===== src/rtl/obi_bus_pkg.sv =====
// Types seen on the monitored bus side of the hardening logic
// Each bus is reduced to two single-cycle strobes sampled on the rising edge
// At most 8 buses can be named by the index width below
package obi_bus_pkg;

  // Width of a bus index in fault records
  // Three bits cover the largest supported set of eight buses
  localparam int unsigned BUS_IDX_W = 3;

  // Events seen on one bus during one clock cycle
  // Both bits may be high together when an address phase and a response
  // phase complete in the same cycle
  typedef struct packed {
    // An address phase was accepted by the slave this cycle
    logic addr_acc;
    // A response phase completed this cycle
    logic rsp_valid;
  } bus_evt_t;

endpackage


===== src/rtl/hardening_alert_pkg.sv =====
// Types describing faults and the alert controller
// Cause codes are 2 bits wide and CAUSE_NONE is the reset value of every record
// The bus index field takes its width from the bus package
package hardening_alert_pkg;

  // Reason a bus tracker flagged a protocol fault
  typedef enum logic [1:0] {
    CAUSE_NONE         = 2'd0,
    CAUSE_RSP_NO_REQ   = 2'd1,
    CAUSE_CNT_OVERFLOW = 2'd2
  } fault_cause_e;

  // Registered fault report from one tracker, valid for a single cycle
  typedef struct packed {
    logic         valid;
    fault_cause_e cause;
  } fault_t;

  // First fault seen after reset, as presented at the top level
  typedef struct packed {
    logic [obi_bus_pkg::BUS_IDX_W-1:0] bus_idx;
    fault_cause_e                      cause;
  } fault_info_t;

  // States of the alert controller
  // ST_ALERTED is only left through reset
  typedef enum logic {
    ST_MONITOR = 1'b0,
    ST_ALERTED = 1'b1
  } ctrl_state_e;

endpackage


===== src/rtl/outstanding_tracker.sv =====
// Counts address phases on one bus that still wait for their response
// The counter saturates at zero and at its maximum and never wraps
// Fault reports are raw, the alert controller decides whether they count
module outstanding_tracker #(
  parameter int unsigned CNT_W = 2
) (
  input  logic                         clk_i,
  input  logic                         rst_ni,
  input  obi_bus_pkg::bus_evt_t        evt_i,
  output hardening_alert_pkg::fault_t  fault_o
);

  // Largest count the register can hold
  localparam logic [CNT_W-1:0] CNT_MAX = '1;

  logic [CNT_W-1:0]            cnt_q;
  logic [CNT_W-1:0]            cnt_d;
  hardening_alert_pkg::fault_t fault_q;
  hardening_alert_pkg::fault_t fault_d;

  // Next count and fault report from this cycle's strobes
  always_comb begin
    cnt_d         = cnt_q;
    fault_d.valid = 1'b0;
    fault_d.cause = hardening_alert_pkg::CAUSE_NONE;

    unique case ({evt_i.addr_acc, evt_i.rsp_valid})
      2'b11: begin
        // A new phase and a response cancel out while phases are pending
        // At zero count the pair leaves one phase counted
        if (cnt_q == '0) begin
          cnt_d = CNT_W'(1);
        end
      end
      2'b01: begin
        // A response with nothing pending is a protocol fault
        // The count holds at zero so it cannot underflow
        if (cnt_q == '0) begin
          fault_d.valid = 1'b1;
          fault_d.cause = hardening_alert_pkg::CAUSE_RSP_NO_REQ;
        end else begin
          cnt_d = cnt_q - CNT_W'(1);
        end
      end
      2'b10: begin
        // One more phase than the counter can track is flagged
        if (cnt_q == CNT_MAX) begin
          fault_d.valid = 1'b1;
          fault_d.cause = hardening_alert_pkg::CAUSE_CNT_OVERFLOW;
        end else begin
          cnt_d = cnt_q + CNT_W'(1);
        end
      end
      default: begin
        // No strobes, nothing changes
      end
    endcase
  end

  // The report is rebuilt every cycle, so a fault lasts exactly one cycle
  always_ff @(posedge clk_i) begin
    if (!rst_ni) begin
      cnt_q         <= '0;
      fault_q.valid <= 1'b0;
      fault_q.cause <= hardening_alert_pkg::CAUSE_NONE;
    end else begin
      cnt_q   <= cnt_d;
      fault_q <= fault_d;
    end
  end

  assign fault_o = fault_q;

endmodule


===== src/rtl/fault_capture.sv =====
// Records the bus index and cause of the first fault after reset
// On simultaneous faults the lowest bus index wins
// NUM_BUS must not exceed 8 so the index fits the record field
module fault_capture #(
  parameter int unsigned NUM_BUS = 5
) (
  input  logic                                      clk_i,
  input  logic                                      rst_ni,
  input  hardening_alert_pkg::fault_t [NUM_BUS-1:0] faults_i,
  input  logic                                      capture_en_i,
  output hardening_alert_pkg::fault_info_t          fault_info_o
);

  hardening_alert_pkg::fault_info_t info_q;
  hardening_alert_pkg::fault_info_t win;

  // Priority encoder over the fault valids
  // Walking down from the top index lets the lowest valid bus overwrite the rest
  always_comb begin
    win.bus_idx = '0;
    win.cause   = hardening_alert_pkg::CAUSE_NONE;
    for (int i = NUM_BUS - 1; i >= 0; i--) begin
      if (faults_i[i].valid) begin
        win.bus_idx = i[obi_bus_pkg::BUS_IDX_W-1:0];
        win.cause   = faults_i[i].cause;
      end
    end
  end

  // The controller raises capture_en_i only once per reset
  // so the stored record keeps the first fault seen
  always_ff @(posedge clk_i) begin
    if (!rst_ni) begin
      info_q.bus_idx <= '0;
      info_q.cause   <= hardening_alert_pkg::CAUSE_NONE;
    end else if (capture_en_i) begin
      info_q <= win;
    end
  end

  assign fault_info_o = info_q;

endmodule


===== src/rtl/alert_ctrl.sv =====
// Turns tracker fault reports into major and minor alerts
// With SECURE at 0 every report is ignored and no alert is raised
// The major alert is sticky and only reset clears it
module alert_ctrl #(
  parameter int unsigned NUM_BUS = 5,
  parameter bit          SECURE  = 1'b1
) (
  input  logic                                      clk_i,
  input  logic                                      rst_ni,
  input  hardening_alert_pkg::fault_t [NUM_BUS-1:0] faults_i,
  output logic                                      capture_en_o,
  output logic                                      alert_major_o,
  output logic                                      alert_minor_o
);

  hardening_alert_pkg::ctrl_state_e state_q;
  hardening_alert_pkg::ctrl_state_e state_d;
  logic [NUM_BUS-1:0]               fault_valid;
  logic                             any_fault;
  logic                             minor_q;

  // Collect the valid bit of every tracker report
  always_comb begin
    for (int i = 0; i < NUM_BUS; i++) begin
      fault_valid[i] = faults_i[i].valid;
    end
  end

  // Hardening off masks every fault at this single point
  assign any_fault = SECURE && (|fault_valid);

  // Next state and capture strobe
  always_comb begin
    state_d      = state_q;
    capture_en_o = 1'b0;
    unique case (state_q)
      hardening_alert_pkg::ST_MONITOR: begin
        // First fault records its source and arms the major alert
        if (any_fault) begin
          capture_en_o = 1'b1;
          state_d      = hardening_alert_pkg::ST_ALERTED;
        end
      end
      hardening_alert_pkg::ST_ALERTED: begin
        // Terminal until reset
        // Later faults only pulse the minor alert
      end
    endcase
  end

  always_ff @(posedge clk_i) begin
    if (!rst_ni) begin
      state_q <= hardening_alert_pkg::ST_MONITOR;
      minor_q <= 1'b0;
    end else begin
      state_q <= state_d;
      // One pulse per faulting cycle in either state
      minor_q <= any_fault;
    end
  end

  // Major alert comes straight from the registered state
  assign alert_major_o = (state_q == hardening_alert_pkg::ST_ALERTED);
  assign alert_minor_o = minor_q;

endmodule


===== src/rtl/bus_hardening_top.sv =====
// Bus protocol hardening for up to 8 request/response buses
// Bus inputs are one-cycle strobes with no back-pressure
// Both alerts follow a faulting bus event by exactly two cycles
module bus_hardening_top #(
  parameter int unsigned NUM_BUS = 5,
  parameter int unsigned CNT_W   = 2,
  parameter bit          SECURE  = 1'b1
) (
  input  logic                                  clk_i,
  input  logic                                  rst_ni,
  input  obi_bus_pkg::bus_evt_t [NUM_BUS-1:0]   bus_evt_i,
  output logic                                  alert_major_o,
  output logic                                  alert_minor_o,
  output hardening_alert_pkg::fault_info_t      fault_info_o
);

  // Registered fault reports, one per bus
  hardening_alert_pkg::fault_t [NUM_BUS-1:0] faults;
  logic                                      capture_en;

  // One outstanding-phase tracker per monitored bus
  for (genvar b = 0; b < NUM_BUS; b++) begin : g_tracker
    outstanding_tracker #(
      .CNT_W (CNT_W)
    ) u_tracker (
      .clk_i   (clk_i),
      .rst_ni  (rst_ni),
      .evt_i   (bus_evt_i[b]),
      .fault_o (faults[b])
    );
  end

  // Stores which bus failed first and why
  fault_capture #(
    .NUM_BUS (NUM_BUS)
  ) u_capture (
    .clk_i        (clk_i),
    .rst_ni       (rst_ni),
    .faults_i     (faults),
    .capture_en_i (capture_en),
    .fault_info_o (fault_info_o)
  );

  // Alert FSM, the only block that looks at SECURE
  alert_ctrl #(
    .NUM_BUS (NUM_BUS),
    .SECURE  (SECURE)
  ) u_ctrl (
    .clk_i         (clk_i),
    .rst_ni        (rst_ni),
    .faults_i      (faults),
    .capture_en_o  (capture_en),
    .alert_major_o (alert_major_o),
    .alert_minor_o (alert_minor_o)
  );

endmodule


===== config.mk =====
export PLATFORM = sky130hd
export DESIGN_NAME = bus_hardening_top
export DESIGN_NICKNAME = d
export VERILOG_FILES = /design/src/rtl/obi_bus_pkg.sv /design/src/rtl/hardening_alert_pkg.sv /design/src/rtl/outstanding_tracker.sv /design/src/rtl/fault_capture.sv /design/src/rtl/alert_ctrl.sv /design/src/rtl/bus_hardening_top.sv
export SDC_FILE = /design/constraint.sdc
export NUM_CORES = 1
export LEC_CHECK = 0
export ABC_AREA = 1
export BUFFER_PORTS_ARGS = -buffer_cell sky130_fd_sc_hd__buf_2
export CAP_MARGIN = 5
export CORE_ASPECT_RATIO = 0.9
export CORE_MARGIN = 4
export CORE_UTILIZATION = 55
export CTS_CLUSTER_DIAMETER = 120
export DETAILED_ROUTE_END_ITERATION = 16
export PLACE_DENSITY = 0.83
export SKIP_CTS_REPAIR_TIMING = 1
export SLEW_MARGIN = 20
export SYNTH_ARGS = -nofsm -noshare
export SYNTH_HDL_FRONTEND = slang
export SYNTH_SLANG_ARGS = --single-unit

===== constraint.sdc =====
create_clock -name clk_i -period 1.5 [get_ports clk_i]
set_input_delay 0.225 -clock clk_i [delete_from_list [all_inputs] [get_ports clk_i]]
set_output_delay 0.225 -clock clk_i [all_outputs]
set_load 0.02 [all_outputs]

; Word level (Yosys, flattened, before mapping)
; Cells that the tools add are included.
; W data, S select, Z words.
[classes]
n_eq_ne = 35
add_sub_neg = 10
reduce_logical = 16
mux = 43
[op_table]
columns = operator, count
row1 = $eq A2 B2 Y1 const B, 15
row2 = $mux W2, 15
row3 = $mux W3, 10
row4 = $pmux W2 S3, 5
row5 = $pmux W3 S2, 5
row6 = $mux W5, 5
row7 = $ne A2 B2 Y1 const B, 10
row8 = $reduce_and A4 Y1, 5
row9 = $reduce_bool A3 Y1, 5
row10 = $add A2 B1 Y2 const B, 5
row11 = $eq A2 B1 Y1 const B, 5
row12 = $logic_not A2 Y1, 5
row13 = $ne A2 B1 Y1 const B, 5
row14 = $sub A2 B1 Y2 const B, 5
row15 = $reduce_or A5 Y1, 1
row16 = $mux W1, 3
[word_totals]
word_cells = 123
register_bits = 32
out_inout_bits = 7
inputBits = 12

; Longest topological paths before layout
; Gate-level depths: netlist of run 1.
[depth]
word_depth = 5
depth_mapped = 9
depth_no_buf = 9

; Cells and area by module
; Synthesis of run 1 repeated with hierarchy kept, for this count alone.
[unflattened]
cells_unflattened = 266
area_unflattened_um2 = 1838.0
[by_module_without_submodules]
columns = mod, area_each_um2, cells_per_inst, seq_area_each_um2, n_inst
row1 = outstanding_tracker, 290.3, 40, 100.1, 5
row2 = fault_capture, 304.0, 53, 100.1, 1
row3 = alert_ctrl, 82.6, 13, 40.0, 1

; Least setup slack after synthesis of run 1
; OpenSTA, ideal clock, no wires.
[synth_path]
kind = in2reg
startpoint = input port bus_evt_i[2] (netlist name)
endpoint = register g_tracker[1].u_tracker.cnt_q[0]
required_ns = 1.382
arrival_time_ns = 0.900
setup_time_ns = 0.118
path_slack_ns = 0.482
n_path_buf = 0
stages = 8
path_cell_list = inv_1 ha_1 nand3_1 nand2_1 inv_2 nand2_2 nor3_1 nor2_1
[synth_between]
elab_chain_len = 3
elab_cells_between_ends = 9
classes_between = eq/ne: 6 / mux: 1 / reduce/logical: 2
[synth_rtl]
columns = item, line_no
row1 = from (decl), bus_hardening_top.sv:11  ; input obi_bus_pkg::bus_evt_t [NUM_BUS-1:0] bus_evt_i,
row2 = $eq A2 B2 Y1 or $eq A2 B1 Y1 (tied branches), outstanding_tracker.sv:27  ; unique case ({evt_i.addr_acc, evt_i.rsp_valid})
row3 = "$ne A2 B2 Y1 (no source line), or another cell as far along", -
row4 = $reduce_and A4 Y1 (no source line), -
row5 = to (signal assigned), outstanding_tracker.sv:67  ; cnt_q <= cnt_d;
row6 = to (decl), outstanding_tracker.sv:16  ; logic [CNT_W-1:0] cnt_q;
; Parallel ways exist; a longest one is shown, timed or not.
; A chain may end at the register's enable or synchronous reset.

; Worst setup path in the final report of run 1
[layout_path]
startpoint = register g_tracker[0].u_tracker.cnt_q[1]
endpoint = register g_tracker[0].u_tracker.cnt_q[0]
[layout_between]
elab_chain_len = 3
elab_cells_between_ends = 6
classes_between = eq/ne: 4 / reduce/logical: 2
[layout_rtl]
columns = item, line_no
row1 = from (decl), outstanding_tracker.sv:16
row2 = from (signal assigned), outstanding_tracker.sv:67
row3 = $eq A2 B2 Y1 or $logic_not A2 Y1 (tied branches), "outstanding_tracker.sv:47, outstanding_tracker.sv:31, outstanding_tracker.sv:38"
row4 = $ne A2 B2 Y1 (no source line) or $ne A2 B1 Y1 (tied branches), -
row5 = $reduce_and A4 Y1 (no source line) (*), -
; Every way passes the cells marked *; elsewhere a longest branch is shown, timed or not.

==> results.py, run 1 <==
metrics = {
    "clocking": {
        "cts_sinks": 32,
        "clk-insertion-delay-late_ps": 330,
        "path_clk_slew_ps": 100,
        "htreeDepth": 2,
        "root_buffer": "clkbuf_4",
        "cts_max_path_buffers": 2,
        "cts_tree": "done",
        "numCtsBuffers": 5,
    },
    "pwr": {
        "combPwrFrac_pct": 20.0,
        "power_density_nw_per_um2": 1060,
        "seqPwrFrac_pct": 45.6,
        "swShare_pct": 29.4,
        "vdd_drop_max_v": 0.000776,
        "pwr-share-clk_pct": 34.4,
        "switching_power_uw": 629,
        "internal_power_uw": 1510,
        "leakagePower_uw": 0.00106,
    },
    "setup_path": {
        "cp_slowest_cell": "dfxtp_1",
        "worst_r2r_endpoint": "g_tracker[0].u_tracker.cnt_q[0]$_SDFFE_PN0P_",
        "crit_path_max_incr_delay_ps": 360,
        "cp-end-kind": "flop",
        "crit_path_cell_trace": "nor2_1 > nand2_1 > nand2_1 > inv_2 > nand2_2 > inv_2 > o21ai_1 > nor2_1",
        "start_kind": "flop",
        "critPathBufInv": 2,
        "crit_type": "reg2reg",
        "cp.required_ps": 1720,
        "r2r-start": "g_tracker[0].u_tracker.cnt_q[1]$_SDFFE_PN0P_",
        "path_max_fanout": 5,
        "reg2reg_depth": 8,
        "arrival_ps": 1370,
        "critPathTopFamily": "simple AND/OR/NAND/NOR gates",
        "rrSetupSlack_ps": 360,
    },
    "global_route": {
        "grt_pass1_vias": 1316,
        "grt_max_degree": 21,
        "grt_use_total_pct": 16.9,
        "grt_first_pass_wirelength_mm": 5.33,
        "grt_overflow": 0,
        "antenna_found_initial": 0,
    },
    "run_status": {
        "status": "finished clean",
    },
    "sta": {
        "finalClockSkew_ps": 4.95,
        "tns_ps": 0,
        "worstMarginPinSlew_ps": 645,
        "hold_violations": 0,
        "drv_slew": 0,
        "whs_ps": 309,
        "relSlewSlack_pct": 57.0,
        "max_freq_ghz": 0.875,
        "period_minus_slack_ps": 1140,
        "period_share_pct": 76.2,
        "rsz0062_at_grt": "false",
        "setup_viol": 0,
    },
    "placement": {
        "dp_hpwl_mm": 2.41,
        "portBuffers": 18,
        "place_congestion": 0.868,
    },
    "finish": {
        "final_common_cell": "nand2_1",
        "drive_gt1_share_pct": 17.4,
        "fin_nets": 307,
        "mostFrequentLayoutCells": "43 x nand2_1, 38 x inv_1, 36 x nor2_1",
        "area_growth_pct": 13.0,
        "antenna_cells": 0,
        "num-fill-cells": 272,
    },
    "floorplan": {
        "rows": 19,
        "io_pins": 19,
        "coreArea_um2": 3090,
        "die_x_um": 68.1,
        "dieArea_um2": 4220,
        "die_y_um": 62.1,
        "initial_core_util_pct": 57.8,
    },
    "routing": {
        "via_per_inst": 4.80,
        "drtPass1Iterations": 6,
        "ant_nets": 0,
        "num_vias": 1527,
        "drc": 0,
        "totalWireLength_mm": 3.14,
        "wire_per_inst_um": 9.89,
        "first_iter_violations": 67,
    },
    "logic_synthesis": {
        "postSynthAreaPerCell_um2": 7.09,
        "yosys.cell_types.count": 20,
        "synth-seq-cells": 32,
        "syn-num-nets": 284,
        "ys_seq_area_share_pct": 35.9,
        "ys_warn_count": 0,
        "syn_inst": 252,
        "netlist_area_um2": 1790,
    },
    "min_path": {
        "hold_end": "g_tracker[0].u_tracker.fault_o[0]$_SDFF_PN0_",
        "hold_depth": 4,
        "hp-start": "bus_evt_i[0]",
        "min_path_type": "in2reg",
    },
    "flow_run": {
        "maxCapViolCount": 0,
    },
}
==> worst max-delay path by stage <==
| stage | startpoint | end | slack, ps | cells after the start |
|---|---|---|---|---|
| after floorplan | bus_evt_i[2] | g_tracker[1].u_tracker.cnt_q[0]$_SDFFE_PN0P_ | 480 | 8 |
| after global placement | bus_evt_i[2] | g_tracker[1].u_tracker.cnt_q[1]$_SDFFE_PN0P_ | 270 | 10 |
| after detailed placement | bus_evt_i[2] | g_tracker[1].u_tracker.cnt_q[0]$_SDFFE_PN0P_ | 220 | 9 |
| after CTS | g_tracker[0].u_tracker.cnt_q[1]$_SDFFE_PN0P_ | g_tracker[0].u_tracker.cnt_q[0]$_SDFFE_PN0P_ | 360 | 8 |
| after global routing | g_tracker[0].u_tracker.cnt_q[1]$_SDFFE_PN0P_ | g_tracker[0].u_tracker.cnt_q[0]$_SDFFE_PN0P_ | 250 | 8 |
| final | g_tracker[0].u_tracker.cnt_q[1]$_SDFFE_PN0P_ | g_tracker[0].u_tracker.cnt_q[0]$_SDFFE_PN0P_ | 360 | 8 |
==> logic make-up (layout without fill, tap and decap cells) <==
logic type | after synthesis | count (layout) | share of synthesized area [%]
simple gates | 118 | 118 | 30.2
buf+inv | 51 | 75 | 10.8
flops | 32 | 32 | 35.9
compound gates | 31 | 31 | 9.11
fa+ha+maj | 20 | 20 | 14.0
==> power by group through the flow <==
stage | registers, uW | logic, uW | clock network, uW
global placement | 994 | 410 | 0
finish | 976 | 429 | 735
floorplan | 998 | 314 | 0
global route | 984 | 500 | 786
CTS | 974 | 429 | 742
detailed placement | 993 | 425 | 0
==> worst register-to-register path: cells and delay by family (launching register included) <==
family,cells,cell delay [ps]
AO/OA/AOI/OAI,1,140
buffers and inverters,2,80
AND/OR/NAND/NOR,5,460
flip-flops,1,360
==> flip-flops by register name, indices dropped and copies added (netlist names) <==
| signal | count |
|---|---|
| g_tracker.u_tracker.fault_o | 15 |
| g_tracker.u_tracker.cnt_q | 10 |
| u_ctrl.alert_minor_o | 1 |
| u_capture.fault_info_o | 5 |
| u_ctrl.alert_major_o | 1 |
==> through the flow <==
stage / cell area (um2) / utilization (%) / cells / setup WS (ps) / total power (uW)
final: 2020 / 65.3 / 318 / 358 / 2140
after global placement: 1920 / 62.2 / 310 / 273 / 1400
after global routing: 2020 / 65.3 / 318 / 245 / 2270
after detailed placement: 1920 / 62.2 / 310 / 216 / 1420
after CTS: 2020 / 65.3 / 318 / 362 / 2150
after floorplan: 1790 / - / 252 / 482 / 1310
==> metal layers <==
metal,global-route usage [%],wire [um],vias to the layer above
li1,-,-,831
met1,21.3,1540,660
met2,27.1,1390,29
met3,6.47,175,7
met4,5.10,44,0
met5,0,0,-
==> layout make-up <==
class,instances,area (um2),area share [%]
multi-input combinational,169,952,47.2
clock buffer,7,65.1,3.22
timing repair buffer,19,97.6,4.84
clock inverter,1,30.0,1.49
sequential,32,641,31.7
inverter,48,180,8.93
tap,42,52.6,2.60
==> cell usage after synthesis, drive strengths merged <==
cell type | number | share of area (%)
nand2 | 49 | 11
inv | 48 | 10
nor2 | 38 | 8.5
dfxtp | 32 | 36
ha | 20 | 14
a21oi | 19 | 5.7
nor3 | 16 | 4.5
o21ai | 12 | 3.4
nand3 | 9 | 2.5
nand3b | 6 | 3.2
clkbuf | 2 | 0.42
buf | 1 | 0.28
Power figures use the tool's default switching activity.
==> run 2: changes to the inputs <==
Settings changed: CORE_UTILIZATION 55 to 52.
Clock period 1.5 ns to 1.05 ns, I/O delays scaled along.
==> results.py, run 2 (same netlist as run 1, synthesis figures left out) <==
metrics = {
    "floorplan": {
        "initial_core_util_pct": 56.5,
        "die_x_um": 69.8,
        "io_pins": 19,
        "die_y_um": 63.6,
        "coreArea_um2": 3160,
        "rows": 19,
        "dieArea_um2": 4440,
    },
    "setup_path": {
        "rrSetupSlack_ps": -110,
        "worst_r2r_endpoint": "g_tracker[4].u_tracker.cnt_q[1]$_SDFFE_PN0P_",
        "crit_type": "reg2reg",
        "critPathTopFamily": "flip-flops",
        "critPathBufInv": 2,
        "crit_path_max_incr_delay_ps": 370,
        "r2r-start": "g_tracker[4].u_tracker.cnt_q[1]$_SDFFE_PN0P_",
        "reg2reg_depth": 7,
        "path_max_fanout": 3,
        "crit_path_cell_trace": "buf_4 > inv_1 > nand2_1 > nand2_1 > a21oi_2 > a21oi_2 > nor2_1",
        "start_kind": "flop",
        "cp.required_ps": 1270,
        "cp_num_cells": 7,
        "arrival_ps": 1380,
        "cp_slowest_cell": "dfxtp_2",
        "cp-end-kind": "flop",
    },
    "finish": {
        "num-fill-cells": 189,
        "antenna_cells": 0,
        "area_growth_pct": 42.7,
        "largest_reg_flops": 15,
        "drive_gt1_share_pct": 46.0,
        "mostFrequentLayoutCells": "36 x inv_1, 35 x buf_4, 30 x nand2_1",
        "post-route-util_pct": 80.6,
        "fin_nets": 342,
        "final_common_cell": "inv_1",
    },
    "routing": {
        "totalWireLength_mm": 4.93,
        "num_vias": 1869,
        "ant_nets": 0,
        "via_per_inst": 5.29,
        "drtPass1Iterations": 4,
        "wire_per_inst_um": 14.0,
        "first_iter_violations": 124,
        "drc": 0,
    },
    "sta": {
        "period_minus_slack_ps": 1160,
        "rsz0062_at_grt": "true",
        "hold_violations": 0,
        "period_share_pct": 111,
        "drv_slew": 0,
        "max_freq_ghz": 0.860,
        "setup_viol": 9,
        "worstMarginPinSlew_ps": 174,
        "worst_slack_ps": -113,
        "relSlewSlack_pct": 88.2,
        "finalClockSkew_ps": 11.3,
    },
    "global_route": {
        "grt_use_total_pct": 17.3,
        "antenna_found_initial": 0,
        "grt_first_pass_wirelength_mm": 6.38,
        "grt_pass1_vias": 1573,
        "grt_max_degree": 12,
        "grt_overflow": 0,
    },
    "placement": {
        "portBuffers": 18,
        "place_congestion": 0.860,
        "dp_hpwl_mm": 2.71,
        "pre_cts_ws_ps": -155,
    },
    "run_status": {
        "status": "finished, violations left",
        "violations": "negative setup slack",
    },
    "min_path": {
        "hp-start": "rst_ni",
        "hold_depth": 3,
        "min_path_type": "in2reg",
        "hold_end": "g_tracker[1].u_tracker.cnt_q[1]$_SDFFE_PN0P_",
    },
    "flow_run": {
        "maxCapViolCount": 0,
    },
    "clocking": {
        "clk-insertion-delay-late_ps": 290,
        "cts_sinks": 32,
        "cts_max_path_buffers": 2,
        "numCtsBuffers": 5,
        "htreeDepth": 2,
        "path_clk_slew_ps": 70,
        "root_buffer": "clkbuf_8",
        "cts_tree": "done",
    },
    "pwr": {
        "vdd_drop_max_v": 0.00121,
        "power_density_nw_per_um2": 1420,
        "leakagePower_uw": 0.00127,
    },
}
-- run 2: per-layer routing --
layer | up-vias | wire (um) | track usage, % | part of all wire [%]
li1 | 897 | - | - | -
met1 | 865 | 1870 | 20.8 | 38
met2 | 80 | 2520 | 30.2 | 51
met3 | 27 | 344 | 4.29 | 7.0
met4 | 0 | 193 | 5.74 | 3.9
met5 | - | 0 | 0 | 0
-- run 2: layout make-up --
cell class	instances	area, um2	share of cell area (%)
multi-input combinational	169	1160	45.4
sequential	32	683	26.8
timing repair buffer	54	364	14.3
inverter	48	183	7.17
clock buffer	6	72.6	2.85
tap	42	52.6	2.06
clock inverter	2	35.0	1.38
-- run 2: power by group --
group | internal [uW] | leakage (uW) | total [uW] | switching, uW
Combinational | 435 | 0.000942 | 1020 | 588
Clock | 704 | 0.0000552 | 1170 | 461
Sequential | 1320 | 0.000269 | 1440 | 118
-- run 2: worst reg2reg max path, cell delays in order, from the launching register on --
cell and delay [ps]:
dfxtp_2 370, buf_4 140, inv_1 40, nand2_1 90, nand2_1 100, a21oi_2 190
a21oi_2 70, nor2_1 90
-- run 2: metrics by stage --
stage               total power, uW  hold slack [ps]  cells  setup TNS [ps]  area (um2)
floorplan                      1870              269    252               0        1790
global placement               2130              445    340            -775        2150
CTS                            3300              174    348            -259        2260
finish                         3630              156    353            -249        2550
detailed placement             2160              451    340           -1340        2150
global route                   3800              171    353           -1070        2550
-- run 2: how the worst max path moves through the flow --
stage	startpoint	end	slack (ps)
3_3_place_gp	bus_evt_i[0]	g_tracker[0].u_tracker.cnt_q[1]$_SDFFE_PN0P_	-100
5_1_grt	g_tracker[4].u_tracker.cnt_q[1]$_SDFFE_PN0P_	g_tracker[4].u_tracker.cnt_q[1]$_SDFFE_PN0P_	-130
2_1_floorplan	g_tracker[0].u_tracker.cnt_q[1]$_SDFFE_PN0P_	g_tracker[0].u_tracker.cnt_q[0]$_SDFFE_PN0P_	80
4_1_cts	g_tracker[2].u_tracker.cnt_q[0]$_SDFFE_PN0P_	g_tracker[2].u_tracker.cnt_q[0]$_SDFFE_PN0P_	-50
6_report	g_tracker[4].u_tracker.cnt_q[1]$_SDFFE_PN0P_	g_tracker[4].u_tracker.cnt_q[1]$_SDFFE_PN0P_	-110
3_5_place_dp	bus_evt_i[6]	g_tracker[3].u_tracker.cnt_q[0]$_SDFFE_PN0P_	-150
==> run 3: changes to the inputs <==
Settings changed: ABC_AREA 1 to unset, CAP_MARGIN 5 to unset, CORE_MARGIN 4 to unset.
==> results.py, run 3 <==
metrics = {
    "finish": {
        "drive_gt1_share_pct": 39.9,
        "antenna_cells": 0,
        "post-route-util_pct": 77.8,
        "num-fill-cells": 197,
        "fin_cells": 318,
        "area_growth_pct": 40.4,
        "fin_nets": 307,
        "mostFrequentLayoutCells": "50 x buf_4, 22 x nand2_1, 20 x inv_1, 20 x ha_1, 20 x dfxtp_1",
        "final_common_cell": "buf_4",
        "largest_reg_flops": 15,
    },
    "placement": {
        "dp_hpwl_mm": 3.09,
        "place_congestion": 0.817,
        "pre_cts_ws_ps": -412,
        "portBuffers": 18,
        "dp_cells": 310,
    },
    "floorplan": {
        "initial_core_util_pct": 55.4,
        "io_pins": 19,
        "dieArea_um2": 3530,
        "rows": 19,
        "die_x_um": 62.5,
        "die_y_um": 56.4,
        "coreArea_um2": 3090,
    },
    "clocking": {
        "cts_tree": "done",
        "clk-insertion-delay-late_ps": 340,
        "htreeDepth": 2,
        "path_clk_slew_ps": 100,
        "numCtsBuffers": 5,
        "root_buffer": "clkbuf_4",
        "cts_sinks": 32,
        "cts_max_path_buffers": 2,
    },
    "logic_synthesis": {
        "ys_seq_area_share_pct": 37.4,
        "yosys.cell_types.count": 33,
        "synth-seq-cells": 32,
        "syn_inst": 203,
        "synthTopCellsByCount": "32 x dfxtp_1, 26 x a21oi_1, 22 x nand2_1",
        "synth_ff_type": "dfxtp_1",
        "synth_edf_count": 0,
        "synth.area.top_cells": "dfxtp_1 37%, ha_1 15%, a21oi_1 7.6%",
        "async_flop_share_pct": 0,
        "synth_area_leader_cell": "dfxtp_1",
        "ys_warn_count": 0,
        "synth_most_common_cell": "dfxtp_1",
        "syn-num-nets": 235,
        "yosysTopAreaCellShare_pct": 37.4,
        "netlist_area_um2": 1710,
        "postSynthAreaPerCell_um2": 8.43,
    },
    "flow_run": {
        "maxCapViolCount": 0,
    },
    "sta": {
        "max_freq_ghz": 0.723,
        "relSlewSlack_pct": 77.8,
        "setup_viol": 19,
        "period_share_pct": 132,
        "period_minus_slack_ps": 1380,
        "worstMarginPinSlew_ps": 333,
        "drv_slew": 0,
        "finalClockSkew_ps": 6.87,
        "worst_slack_ps": -333,
        "rsz0062_at_grt": "true",
        "hold_violations": 0,
    },
    "global_route": {
        "grt_overflow": 0,
        "grt_pass1_vias": 1658,
        "antenna_found_initial": 0,
        "grt_first_pass_wirelength_mm": 6.91,
        "grt_use_total_pct": 25.2,
        "grt_max_degree": 12,
    },
    "routing": {
        "drc": 0,
        "totalWireLength_mm": 4.24,
        "via_per_inst": 5.26,
        "num_vias": 1672,
        "first_iter_violations": 70,
        "drtPass1Iterations": 4,
        "ant_nets": 0,
        "wire_per_inst_um": 13.3,
    },
    "setup_path": {
        "reg2reg_depth": 4,
        "critPathBufInv": 0,
        "critPathTopFamily": "simple AND/OR/NAND/NOR gates",
        "crit_path_cell_trace": "or4_4 > o21ai_4 > or3_2 > a21oi_1",
        "cp_num_cells": 4,
        "arrival_ps": 1630,
        "start_kind": "flop",
        "cp.required_ps": 1290,
        "cp_slowest_cell": "or4_4",
        "crit_path_max_incr_delay_ps": 530,
        "path_max_fanout": 7,
        "crit_type": "reg2reg",
        "cp-end-kind": "flop",
    },
    "min_path": {
        "min_path_type": "in2reg",
        "hold_depth": 3,
    },
    "pwr": {
        "p_total_uw": 3060,
        "vdd_drop_max_v": 0.000736,
        "power_density_nw_per_um2": 1270,
        "leakagePower_uw": 0.00108,
    },
    "run_status": {
        "status": "finished, violations left",
        "violations": "negative setup slack",
    },
}
[run 3: cell count changes in the layout (fill, tap and decap cells not counted), moves of 8 or more]
| cell | before | now |
|---|---|---|
| dfxtp_2 | 4 | 12 |
| nor2_1 | 26 | 12 |
| buf_4 | 35 | 50 |
| a21oi_1 | 10 | 19 |
| inv_2 | 11 | 0 |
| nand2_1 | 30 | 22 |
| nand2_2 | 13 | 0 |
| inv_1 | 36 | 20 |
| dfxtp_4 | 10 | 0 |
[run 3: cell type report]
cell class | instances | area (um2) | share of cell area [%]
tap | 42 | 52.6 | 2.19
multi-input combinational | 144 | 1050 | 43.5
inverter | 21 | 78.8 | 3.28
clock buffer | 8 | 58.8 | 2.45
timing repair buffer | 71 | 512 | 21.3
sequential | 32 | 656 | 27.3
[run 3: worst register-to-register path, delay by kind of cell, from the launching register on]
family	cells	cell delay [ps]
simple gates	2	680
flops	1	350
compound gates	2	260
[run 3: cells by family after synthesis]
logic type / after synthesis / synth area share, %
AOI/OAI and AO/OA: 49 / 17.6
xor gates and xnor gates: 5 / 2.56
adders and majority gates: 20 / 14.6
buffers and inverters: 27 / 6.36
DFF: 32 / 37.4
muxes: 4 / 2.34
and+or+nand+nor: 66 / 19.1
[run 3: metal layers]
| metal | up-vias | global-route usage, % | routed length [um] |
|---|---|---|---|
| li1 | 846 | - | - |
| met1 | 764 | 26.7 | 1780 |
| met2 | 48 | 44.4 | 2110 |
| met3 | 14 | 9.35 | 215 |
| met4 | 0 | 11.6 | 125 |
| met5 | - | 0 | 0 |
[run 3: worst paths after layout]
kind,endpoint,start,slack (ps)
hold reg to reg,u_capture.fault_info_o[3]$_SDFFE_PN0P_,u_capture.fault_info_o[3]$_SDFFE_PN0P_,460
setup reg to reg,u_capture.fault_info_o[2]$_SDFFE_PN0P_,g_tracker[2].u_tracker.fault_o[2]$_SDFF_PN0_,-330
hold / removal,g_tracker[0].u_tracker.fault_o[0]$_SDFF_PN0_,rst_ni,150
setup / recovery,u_capture.fault_info_o[2]$_SDFFE_PN0P_,g_tracker[2].u_tracker.fault_o[2]$_SDFF_PN0_,-330
[run 3: stage by stage]
stage	hold WS (ps)	instance area [um2]	setup TNS (ps)
4_1_cts	135	2310	-3790
3_5_place_dp	445	2250	-5850
2_1_floorplan	312	1750	-2950
3_3_place_gp	435	2250	-4880
6_report	147	2400	-3670
5_1_grt	144	2400	-4520
[run 3: power by group]
part / switching, uW / internal [uW]
logic: 468 / 469
registers: 52.3 / 1300
clock network: 435 / 330
